File: src/pwm_pkg.sv
//************************************************
// PWM host shared sizes, register map, FSM states
// and the bundles passed between blocks
//************************************************
package pwm_pkg;

    localparam int pwm_width      = 12;       // Counter and duty resolution
    localparam int pwm_channels   = 3;
    localparam int lfsr_width     = 16;
    localparam logic [15:0] lfsr_seed = 16'hACE1;
    localparam int axi_addr_width = 5;
    localparam int axi_data_width = 32;
    localparam int status_width   = 16;       // Completed-period counter

    // Register offsets on the AXI4-Lite port
    typedef enum logic [axi_addr_width-1:0] {
        ctrl   = 5'h00,    // bit 0 enable, bit 1 dither_en
        period = 5'h04,
        duty0  = 5'h08,
        duty1  = 5'h0C,
        duty2  = 5'h10,
        status = 5'h14     // Read-only
    } reg_addr_e;

    typedef enum logic [1:0] {
        okay   = 2'b00,
        slverr = 2'b10
    } axi_resp_e;

    typedef enum logic [1:0] {
        idle,
        count,
        wrap
    } timer_state_e;

    // Configuration from the register block, 50 bits
    typedef struct packed {
        logic                                    enable;
        logic                                    dither_en;
        logic [pwm_width-1:0]                    period;
        logic [pwm_channels-1:0][pwm_width-1:0]  duty;
    } pwm_cfg_t;

    // Timer view shared by compare, LFSR and status counter
    typedef struct packed {
        logic                 active;   // Timer running
        logic [pwm_width-1:0] cnt;
        logic                 wrap;     // One-cycle period-complete pulse
    } timer_stat_t;

endpackage

File: src/pwm_axil_regs.sv
//************************************************
// AXI4-Lite slave with PWM configuration registers
// and the saturating completed-period counter
//************************************************
module pwm_axil_regs (
    input  logic                                clk,
    input  logic                                rst,
    // Write address and data
    input  logic [pwm_pkg::axi_addr_width-1:0]  awaddr,
    input  logic                                awvalid,
    output logic                                awready,
    input  logic [pwm_pkg::axi_data_width-1:0]  wdata,
    input  logic                                wvalid,
    output logic                                wready,
    // Write response
    output logic [1:0]                          bresp,
    output logic                                bvalid,
    input  logic                                bready,
    // Read address and data
    input  logic [pwm_pkg::axi_addr_width-1:0]  araddr,
    input  logic                                arvalid,
    output logic                                arready,
    output logic [pwm_pkg::axi_data_width-1:0]  rdata,
    output logic [1:0]                          rresp,
    output logic                                rvalid,
    input  logic                                rready,
    // Timer status in, configuration out
    input  pwm_pkg::timer_stat_t                stat,
    output pwm_pkg::pwm_cfg_t                   cfg
);

    logic                                wr_fire;
    logic                                rd_fire;
    pwm_pkg::axi_resp_e                  wr_resp;
    pwm_pkg::axi_resp_e                  rd_resp;
    logic [pwm_pkg::axi_data_width-1:0]  rd_data;
    logic [pwm_pkg::status_width-1:0]    status_cnt;

    // Address and data accepted together, one write in flight
    assign wr_fire = awvalid && wvalid && !bvalid;
    assign awready = wr_fire;
    assign wready  = wr_fire;

    assign arready = !rvalid;
    assign rd_fire = arvalid && arready;

    always_comb begin
        case (awaddr)
            pwm_pkg::ctrl, pwm_pkg::period,
            pwm_pkg::duty0, pwm_pkg::duty1, pwm_pkg::duty2: wr_resp = pwm_pkg::okay;
            default: wr_resp = pwm_pkg::slverr;   // status or unmapped
        endcase
    end

    always_comb begin
        rd_data = '0;
        rd_resp = pwm_pkg::okay;
        case (araddr)
            pwm_pkg::ctrl: begin
                rd_data[0] = cfg.enable;
                rd_data[1] = cfg.dither_en;
            end
            pwm_pkg::period: rd_data[pwm_pkg::pwm_width-1:0] = cfg.period;
            pwm_pkg::duty0:  rd_data[pwm_pkg::pwm_width-1:0] = cfg.duty[0];
            pwm_pkg::duty1:  rd_data[pwm_pkg::pwm_width-1:0] = cfg.duty[1];
            pwm_pkg::duty2:  rd_data[pwm_pkg::pwm_width-1:0] = cfg.duty[2];
            pwm_pkg::status: rd_data[pwm_pkg::status_width-1:0] = status_cnt;
            default:         rd_resp = pwm_pkg::slverr;   // Data stays zero
        endcase
    end

    always_ff @(posedge clk or posedge rst) begin
        if (rst) begin
            cfg        <= '0;
            bvalid     <= 1'b0;
            bresp      <= pwm_pkg::okay;
            rvalid     <= 1'b0;
            status_cnt <= '0;
        end else begin
            if (wr_fire) begin
                bvalid <= 1'b1;
                bresp  <= wr_resp;
                case (awaddr)
                    pwm_pkg::ctrl: begin
                        cfg.enable    <= wdata[0];
                        cfg.dither_en <= wdata[1];
                    end
                    pwm_pkg::period: cfg.period  <= wdata[pwm_pkg::pwm_width-1:0];
                    pwm_pkg::duty0:  cfg.duty[0] <= wdata[pwm_pkg::pwm_width-1:0];
                    pwm_pkg::duty1:  cfg.duty[1] <= wdata[pwm_pkg::pwm_width-1:0];
                    pwm_pkg::duty2:  cfg.duty[2] <= wdata[pwm_pkg::pwm_width-1:0];
                    default: ;   // Rejected, nothing changes
                endcase
            end else if (bvalid && bready) begin
                bvalid <= 1'b0;
            end

            if (rd_fire) begin
                rvalid <= 1'b1;
            end else if (rvalid && rready) begin
                rvalid <= 1'b0;
            end

            // Saturate instead of wrapping
            if (stat.wrap && status_cnt != '1) begin
                status_cnt <= status_cnt + 1'b1;
            end
        end
    end

    // Read payload captured at the address handshake
    always_ff @(posedge clk) begin
        if (rd_fire) begin
            rdata <= rd_data;
            rresp <= rd_resp;
        end
    end

endmodule

File: src/pwm_period_timer.sv
//************************************************
// PWM period timer, idle/count/wrap FSM and counter
//************************************************
module pwm_period_timer (
    input  logic                  clk,
    input  logic                  rst,
    input  pwm_pkg::pwm_cfg_t     cfg,
    output pwm_pkg::timer_stat_t  stat
);

    pwm_pkg::timer_state_e            state;
    logic [pwm_pkg::pwm_width-1:0]    cnt;

    always_ff @(posedge clk or posedge rst) begin
        if (rst) begin
            state <= pwm_pkg::idle;
            cnt   <= '0;
        end else if (!cfg.enable) begin
            state <= pwm_pkg::idle;
            cnt   <= '0;
        end else begin
            case (state)
                pwm_pkg::idle: begin
                    state <= pwm_pkg::count;   // Start at cnt = 0
                    cnt   <= '0;
                end
                pwm_pkg::count: begin
                    if (cnt >= cfg.period) begin
                        state <= pwm_pkg::wrap;
                        cnt   <= '0;
                    end else begin
                        cnt <= cnt + 1'b1;
                    end
                end
                pwm_pkg::wrap: begin
                    state <= pwm_pkg::count;   // cnt already 0
                    cnt   <= '0;
                end
                default: begin
                    state <= pwm_pkg::idle;
                    cnt   <= '0;
                end
            endcase
        end
    end

    // A cleared enable hides the timer at once, so no output or wrap
    // leaks out in the cycle before the FSM drops back to idle
    assign stat.active = (state != pwm_pkg::idle) && cfg.enable;
    assign stat.wrap   = (state == pwm_pkg::wrap) && cfg.enable;
    assign stat.cnt    = cnt;

endmodule

File: src/pwm_dither_lfsr.sv
//************************************************
// Dither source, 16-bit LFSR stepped once a period
//************************************************
module pwm_dither_lfsr (
    input  logic                               clk,
    input  logic                               rst,
    input  pwm_pkg::timer_stat_t               stat,
    output logic [pwm_pkg::pwm_channels-1:0]   dither_bits
);

    logic [pwm_pkg::lfsr_width-1:0] lfsr;
    logic                           feedback;

    // Taps 15, 13, 12, 10
    assign feedback = lfsr[15] ^ lfsr[13] ^ lfsr[12] ^ lfsr[10];

    always_ff @(posedge clk or posedge rst) begin
        if (rst) begin
            lfsr <= pwm_pkg::lfsr_seed;
        end else if (stat.wrap) begin
            lfsr <= {lfsr[pwm_pkg::lfsr_width-2:0], feedback};   // Shift left
        end
    end

    // One bit per channel from the low end
    assign dither_bits = lfsr[pwm_pkg::pwm_channels-1:0];

endmodule

File: src/pwm_compare.sv
//************************************************
// Per-channel duty compare with optional dither,
// registered PWM and period-complete outputs
//************************************************
module pwm_compare (
    input  logic                               clk,
    input  logic                               rst,
    input  pwm_pkg::pwm_cfg_t                  cfg,
    input  pwm_pkg::timer_stat_t               stat,
    input  logic [pwm_pkg::pwm_channels-1:0]   dither_bits,
    output logic [pwm_pkg::pwm_channels-1:0]   pwm_out,
    output logic                               period_complete
);

    logic [pwm_pkg::pwm_channels-1:0][pwm_pkg::pwm_width:0]    duty_sum;
    logic [pwm_pkg::pwm_channels-1:0][pwm_pkg::pwm_width-1:0]  eff_duty;
    logic [pwm_pkg::pwm_channels-1:0]                          hit;

    always_comb begin
        for (int ch = 0; ch < pwm_pkg::pwm_channels; ch++) begin
            // One extra bit catches the carry
            duty_sum[ch] = {1'b0, cfg.duty[ch]} +
                           {{pwm_pkg::pwm_width{1'b0}}, dither_bits[ch]};
            if (!cfg.dither_en) begin
                eff_duty[ch] = cfg.duty[ch];
            end else if (duty_sum[ch][pwm_pkg::pwm_width]) begin
                eff_duty[ch] = '1;   // Saturate at full scale
            end else begin
                eff_duty[ch] = duty_sum[ch][pwm_pkg::pwm_width-1:0];
            end
            hit[ch] = stat.active && (stat.cnt < eff_duty[ch]);
        end
    end

    always_ff @(posedge clk or posedge rst) begin
        if (rst) begin
            pwm_out         <= '0;
            period_complete <= 1'b0;
        end else begin
            pwm_out         <= hit;
            period_complete <= stat.wrap;   // Delayed to line up with pwm_out
        end
    end

endmodule

File: src/pwm_host_top.sv
//************************************************
// Three-channel PWM generator with AXI4-Lite setup
//************************************************
module pwm_host_top (
    input  logic                                clk,
    input  logic                                rst,
    input  logic [pwm_pkg::axi_addr_width-1:0]  awaddr,
    input  logic                                awvalid,
    output logic                                awready,
    input  logic [pwm_pkg::axi_data_width-1:0]  wdata,
    input  logic                                wvalid,
    output logic                                wready,
    output logic [1:0]                          bresp,
    output logic                                bvalid,
    input  logic                                bready,
    input  logic [pwm_pkg::axi_addr_width-1:0]  araddr,
    input  logic                                arvalid,
    output logic                                arready,
    output logic [pwm_pkg::axi_data_width-1:0]  rdata,
    output logic [1:0]                          rresp,
    output logic                                rvalid,
    input  logic                                rready,
    output logic [pwm_pkg::pwm_channels-1:0]    pwm_out,
    output logic                                period_complete
);

    pwm_pkg::pwm_cfg_t                   cfg;
    pwm_pkg::timer_stat_t                stat;
    logic [pwm_pkg::pwm_channels-1:0]    dither_bits;

    pwm_axil_regs regs_i (
        .clk(clk), .rst(rst),
        .awaddr(awaddr), .awvalid(awvalid), .awready(awready),
        .wdata(wdata), .wvalid(wvalid), .wready(wready),
        .bresp(bresp), .bvalid(bvalid), .bready(bready),
        .araddr(araddr), .arvalid(arvalid), .arready(arready),
        .rdata(rdata), .rresp(rresp), .rvalid(rvalid), .rready(rready),
        .stat(stat), .cfg(cfg)
    );

    pwm_period_timer timer_i (.clk(clk), .rst(rst), .cfg(cfg), .stat(stat));

    pwm_dither_lfsr lfsr_i (.clk(clk), .rst(rst), .stat(stat), .dither_bits(dither_bits));

    pwm_compare compare_i (
        .clk(clk), .rst(rst), .cfg(cfg), .stat(stat), .dither_bits(dither_bits),
        .pwm_out(pwm_out), .period_complete(period_complete)
    );

endmodule

File: config.mk
export PLATFORM = sky130hd
export DESIGN_NAME = pwm_host_top
export DESIGN_NICKNAME = d
export VERILOG_FILES = /design/src/pwm_pkg.sv /design/src/pwm_axil_regs.sv /design/src/pwm_period_timer.sv /design/src/pwm_dither_lfsr.sv /design/src/pwm_compare.sv /design/src/pwm_host_top.sv
export SDC_FILE = /design/constraint.sdc
export NUM_CORES = 1
export LEC_CHECK = 0
export BUFFER_PORTS_ARGS = -buffer_cell sky130_fd_sc_hd__buf_2
export CAP_MARGIN = 10
export CORE_MARGIN = 3
export CORE_UTILIZATION = 45
export DETAILED_ROUTE_END_ITERATION = 16
export SLEW_MARGIN = 20
export SYNTH_ARGS = -nofsm -noshare
export SYNTH_HDL_FRONTEND = slang
export SYNTH_SLANG_ARGS = --single-unit
export TNS_END_PERCENT = 1
File: constraint.sdc
create_clock -name clk -period 9.5 [get_ports clk]
set_input_delay 0.95 -clock clk [delete_from_list [all_inputs] [get_ports clk]]
set_output_delay 0.95 -clock clk [all_outputs]
set_load 0.005 [all_outputs]
# Word-level counts from Yosys, hierarchy flattened
# Index checks and enable logic that the tools add are counted.
[totals]
ff_bits = 122
latch_bits = 0
mem_bits_rw = 0
romBits = 0
input_bits = 49
output_inout_bits = 45
mem_count = 0
[classes]
addsub = 5
multipliers = 0
div = 0
n_lt_le_gt_ge = 4
n_eq_ne = 13
shifts = 0
muxes = 20
bitwise = 3
reduce_logical = 27
[ops]
columns = ["op", "count"]
rows = [
  ["$mux W12", 9],
  ["$pmux W10 S5", 1],
  ["$add A12 B1 Y13", 3],
  ["$lt A12 B12 Y1", 3],
  ["$eq A5 B4 Y1 const B", 4],
  ["$add A16 B1 Y16 const B", 1],
  ["$ne A16 B16 Y1 const B", 1],
  ["$eq A5 B5 Y1 const B", 3],
  ["$add A12 B1 Y12 const B", 1],
  ["$ge A12 B12 Y1", 1],
  ["$pmux W2 S6", 1],
  ["$logic_and A1 B1 Y1", 11],
  ["$eq A5 B3 Y1 const B", 2],
  ["$logic_not A5 Y1", 2],
  ["$reduce_and A2 Y1", 5],
  ["$mux W2", 4],
  ["$reduce_bool A2 Y1", 3],
  ["$reduce_or A6 Y1", 1],
  ["$reduce_or A5 Y1", 1],
  ["$mux W1", 4],
  ["$pmux W2 S2", 1],
  ["$ne A3 B2 Y1 const B", 1],
  ["$xor A1 B1 Y1", 3],
  ["$eq A2 B1 Y1 const B", 1],
  ["4 further kinds", 5],
]

# Depth between registers and ports, before layout
[depth]
ltp_word = 5
ltp_mapped = 13

# Cells and area by module
# A second synthesis with hierarchy kept.
[hier_totals]
hier_cells = 682
area_unflattened_um2 = 7293.2
[modules_own_cells]
columns = ["mod", "n_inst", "cells_per_inst", "area_each_um2", "seq_area_each_um2"]
rows = [
  ["pwm_axil_regs", 1, 299, 3926.3, 2237.1],
  ["pwm_compare", 1, 236, 1745.4, 100.1],
  ["pwm_period_timer", 1, 105, 919.6, 350.3],
  ["pwm_dither_lfsr", 1, 42, 701.9, 410.4],
]

# Worst setup path before layout
# No wires, ideal clock.
[synth_path]
path_type = "register to register"
start = "register regs_i.cfg[48] (netlist name)"
end = "register compare_i.pwm_out[1] (netlist bit)"
t_arrival_ns = 2.724
required_time_ns = 9.433
path_slack_ns = 6.709
stages_incl_launch_ff = 12
synth_period_minus_slack_ns = 2.791
cell_sequence = "dfrtp_1 -> clkbuf_1 -> clkbuf_1 -> nand2_1 -> or2_2 -> nor2_1 -> nor2_1 -> ha_1 -> a21o_1 -> a21o_1 -> a2111oi_0 -> o41a_1"
[synth_via]
elab_chain_cells = 3
[synth_lines]
columns = ["element", "line_no", "source"]
rows = [
  ["$mux W12", "pwm_compare.sv:24", "if (!cfg.dither_en) begin"],
  ["$lt A12 B12 Y1", "pwm_compare.sv:31", "hit[ch] = stat.active && (stat.cnt < eff_duty[ch]);"],
  ["$logic_and A1 B1 Y1", "pwm_compare.sv:31", ""],
  ["named net compare_i.hit, one bit", "pwm_compare.sv:17", "logic [pwm_pkg::pwm_channels-1:0] hit;"],
  ["to (signal assigned)", "pwm_compare.sv:40", "pwm_out <= hit;"],
  ["to (decl)", "pwm_compare.sv:11", "output logic [pwm_pkg::pwm_channels-1:0] pwm_out,"],
]
# The timed path passes the listed nets, and every way through them passes these cells.
# A chain may end at the register's enable or synchronous reset.

# Worst setup path after layout
[layout_path]
start = "register regs_i.cfg[48] (netlist name)"
end = "register compare_i.pwm_out[1] (netlist bit)"
[layout_via]
elab_chain_cells = 3
[layout_lines]
columns = ["element", "line_no"]
rows = [
  ["$mux W12", "pwm_compare.sv:24"],
  ["$lt A12 B12 Y1", "pwm_compare.sv:31"],
  ["$logic_and A1 B1 Y1", "pwm_compare.sv:31"],
  ["named net compare_i.hit, one bit", "pwm_compare.sv:17"],
]
# The timed path passes the listed nets, and every way through them passes these cells.

==> reports/metrics.cfg <==
[sta]
fin_setup_tns_ps=0
min_period_ps=3330
tightestPinTransition_ps=1040
fin_worst_skew_ps=14.0
maxSlewHeadroom_pct=30.6
timing.final.ws_setup_ps=6170
max_freq_ghz=0.300
hold_viol_final=0
drv_slew=0
rsz0062_at_grt=false
setup_viol=0
min_period_over_period_pct=35.1

[place]
place_inst=943
pre_cts_ws_ps=6210
globalplace.congestion=0.956
io_buffer_count=55
hpwl_um=13100

[cts]
clock-sinks=120
cts_hold_buf=0
cts_root_buffer=clkbuf_16
clock_path_buffers=2
cts_setup_buffers=0
cts_tree=done
htreeDepth=4
ctsResizeCount=0
path_clk_slew_ps=60
clock_latency_ps=430
numCtsBuffers=17

[yosys]
synthArstFlopShare_pct=85.8
seq_area_frac_synth_pct=44.0
yosysMostFrequentCell=dfrtp_1
synth.avg_cell_area_um2=10.1
yosys-top-cells-area=dfrtp_1, ha_1, mux2_2
synth-xor-area-share_pct=5.85
synth_ff_type=dfrtp_1
synth_common_cells=dfrtp_1, nand2_1, nor2_1
netlist_instances=693
yosys.area_share.adder_pct=9.43
synth_edf_count=17
synth-compound-area-share_pct=8.86
yosysUniqueCellTypes=55
synthMuxAreaShare_pct=9.39
synth_top_family_by_area=simple AND/OR/NAND/NOR gates
yosysWarnings=0
yosys.area_share.simple_pct=17.9
yosys.area.top_type=dfrtp_1
yosysTopAreaCellShare_pct=33.8
synthesis.area_mm2=0.00703
ys_seq_elements=120

[global_routing]
grt.busiest_layer=met2
grt_overflow=0
use_met1_pct=28.5
grt_max_degree=58
use_met2_pct=34.1
grt_use_met3_pct=5.20
grt_pass1_vias=5212
grt_pass1_wl_um=27800
antenna_found_initial=0
grt_usage_pct=21.6

[finish]
multiInputGateArea_mm2=0.00369
antennaDiodeCount=0
drive_gt1_share_pct=21.6
nets=854
final_cells=976
syn2layout_area_growth_pct=14.1
seqCellArea_mm2=0.00310
fillers=1370

[critical_path]
cp_top_family=compound AO/OA/AOI/OAI gates
cpPeakStageDelay_ps=840
cp-start-kind=flop
worst_setup_path_end_kind=flop
cp.required_ps=9840
crit_chain=nand2_1 > or2_2 > nor2_1 > nor2_1 > ha_1 > a21o_1 > a21o_1 > a2111oi_0 > o41a_1
worst-r2r-cell-count=9
path_max_fanout=24
arrival_ps=3670
cp_num_buf_inv=0
setup.worst_path.class=flop to flop
worstSetupPathDepth=9
crit_slowest_cell=dfrtp_1

[floorplanning]
floorplan.initialDensity_pct=46.1
dieArea_mm2=0.0172
io_pins=94
core-area_mm2=0.0153
die_h_um=131
row_count=45
die_w_um=131

[routing]
drt_iter0_markers=378
wl_um=17600
routed_via_density=5.53
vias=5395
wl_per_cell_um=18.0
ant_nets=0
drc=0
dr.pass1.iters=6

[worst_hold_path]
hold_path_depth=2
hold_path_class=flop to flop

[power_and_ir_drop]
p_leak_nw=3.74
peakVddDrop_mv=0.128
power.density_mw_per_mm2=168

[run]
drv_cap=0

[run_status]
outcome=finished clean

-- power breakdown --
group | internal (W) | switching, W | total (W)
Sequential | 0.000554 | 0.0000441 | 0.000598
Clock | 0.000364 | 0.000254 | 0.000618
Combinational | 0.0000626 | 0.0000721 | 0.000135
Total | 0.000981 | 0.000370 | 0.00135
-- metrics by stage --
| stage | area, um^2 | hold slack (ps) | power (W) | utilization, % |
|---|---|---|---|---|
| after floorplan | 7100 | 435 | 0.000689 | - |
| after global placement | 7450 | 444 | 0.000734 | 48.8 |
| after detailed placement | 7450 | 448 | 0.000741 | 48.8 |
| after CTS | 8020 | 461 | 0.00137 | 52.5 |
| after global routing | 8030 | 471 | 0.00141 | 52.6 |
| final | 8030 | 457 | 0.00135 | 52.6 |
-- registers in the layout, summed over array words and instances, names as in the netlist, 2 cells and up --
register	count
timer_i.state	2
regs_i.rdata	16
compare_i.pwm_out	3
lfsr_i.lfsr	16
regs_i.cfg	50
regs_i.status_cnt	16
timer_i.cnt	12
-- layout by cell type, fill, tap and decap left out, types with 8 or more instances in the layout --
cell type / count
mux2_2: 52
xnor2_1: 31
dfstp_2: 8
nand4_1: 15
ha_1: 53
inv_1: 20
conb_1: 18
o21ai_0: 17
clkbuf_16: 17
nand3_1: 38
nor2_1: 75
edfxtp_1: 17
nor3_1: 9
nand2_1: 89
buf_2: 55
dfrtp_1: 95
a21o_1: 8
xor2_1: 16
a222oi_1: 10
a22oi_1: 16
-- worst reg2reg max path: cells and delay by family (launching register included) --
kind                       cells  cell delay (ps)
DFF                            1              840
and+or+nand+nor                4             1040
AOI/OAI and AO/OA              4             1080
adders and majority gates      1              310
-- cell families (layout without fill, tap and decap cells) --
kind of cell,after synthesis,count (layout)
mux,59,59
xor+xnor,47,47
other cells,1,18
flops,120,120
compound gates,85,85
buf+inv,60,115
simple gates,268,268
fa+ha+maj,53,53
-- layout make-up --
| type | count | share of cell area [%] |
|---|---|---|
| Inverter | 22 | 1.06 |
| Sequential cell | 120 | 38.6 |
| Multi-Input combinational cell | 530 | 46.0 |
| Timing Repair Buffer | 61 | 3.99 |
| Tap cell | 211 | 3.29 |
| Clock inverter | 15 | 1.75 |
| Clock buffer | 17 | 5.30 |
-- layer usage --
layer / part of all wire [%] / wire (um)
met5: 0 / 0
met4: 2.4 / 429
met3: 6.0 / 1050
met2: 46 / 8160
met1: 45 / 7920
-- final timing paths --
kind                                       startpoint                                 to  slack, ps
setup / recovery           regs_i.cfg[48]$_DFFE_PP0P_     compare_i.pwm_out[1]$_DFF_PP0_       6170
max in group asynchronous                         rst           timer_i.cnt[6]$_DFF_PP0_       7770
setup reg to reg           regs_i.cfg[48]$_DFFE_PP0P_     compare_i.pwm_out[1]$_DFF_PP0_       6170
min in group asynchronous                         rst  regs_i.status_cnt[13]$_DFFE_PP0P_        590
hold reg to reg            lfsr_i.lfsr[6]$_DFFE_PP1P_         lfsr_i.lfsr[7]$_DFFE_PP1P_        460
hold / removal             lfsr_i.lfsr[6]$_DFFE_PP1P_         lfsr_i.lfsr[7]$_DFFE_PP1P_        460
No activity file was read; power rests on OpenSTA's default activity.
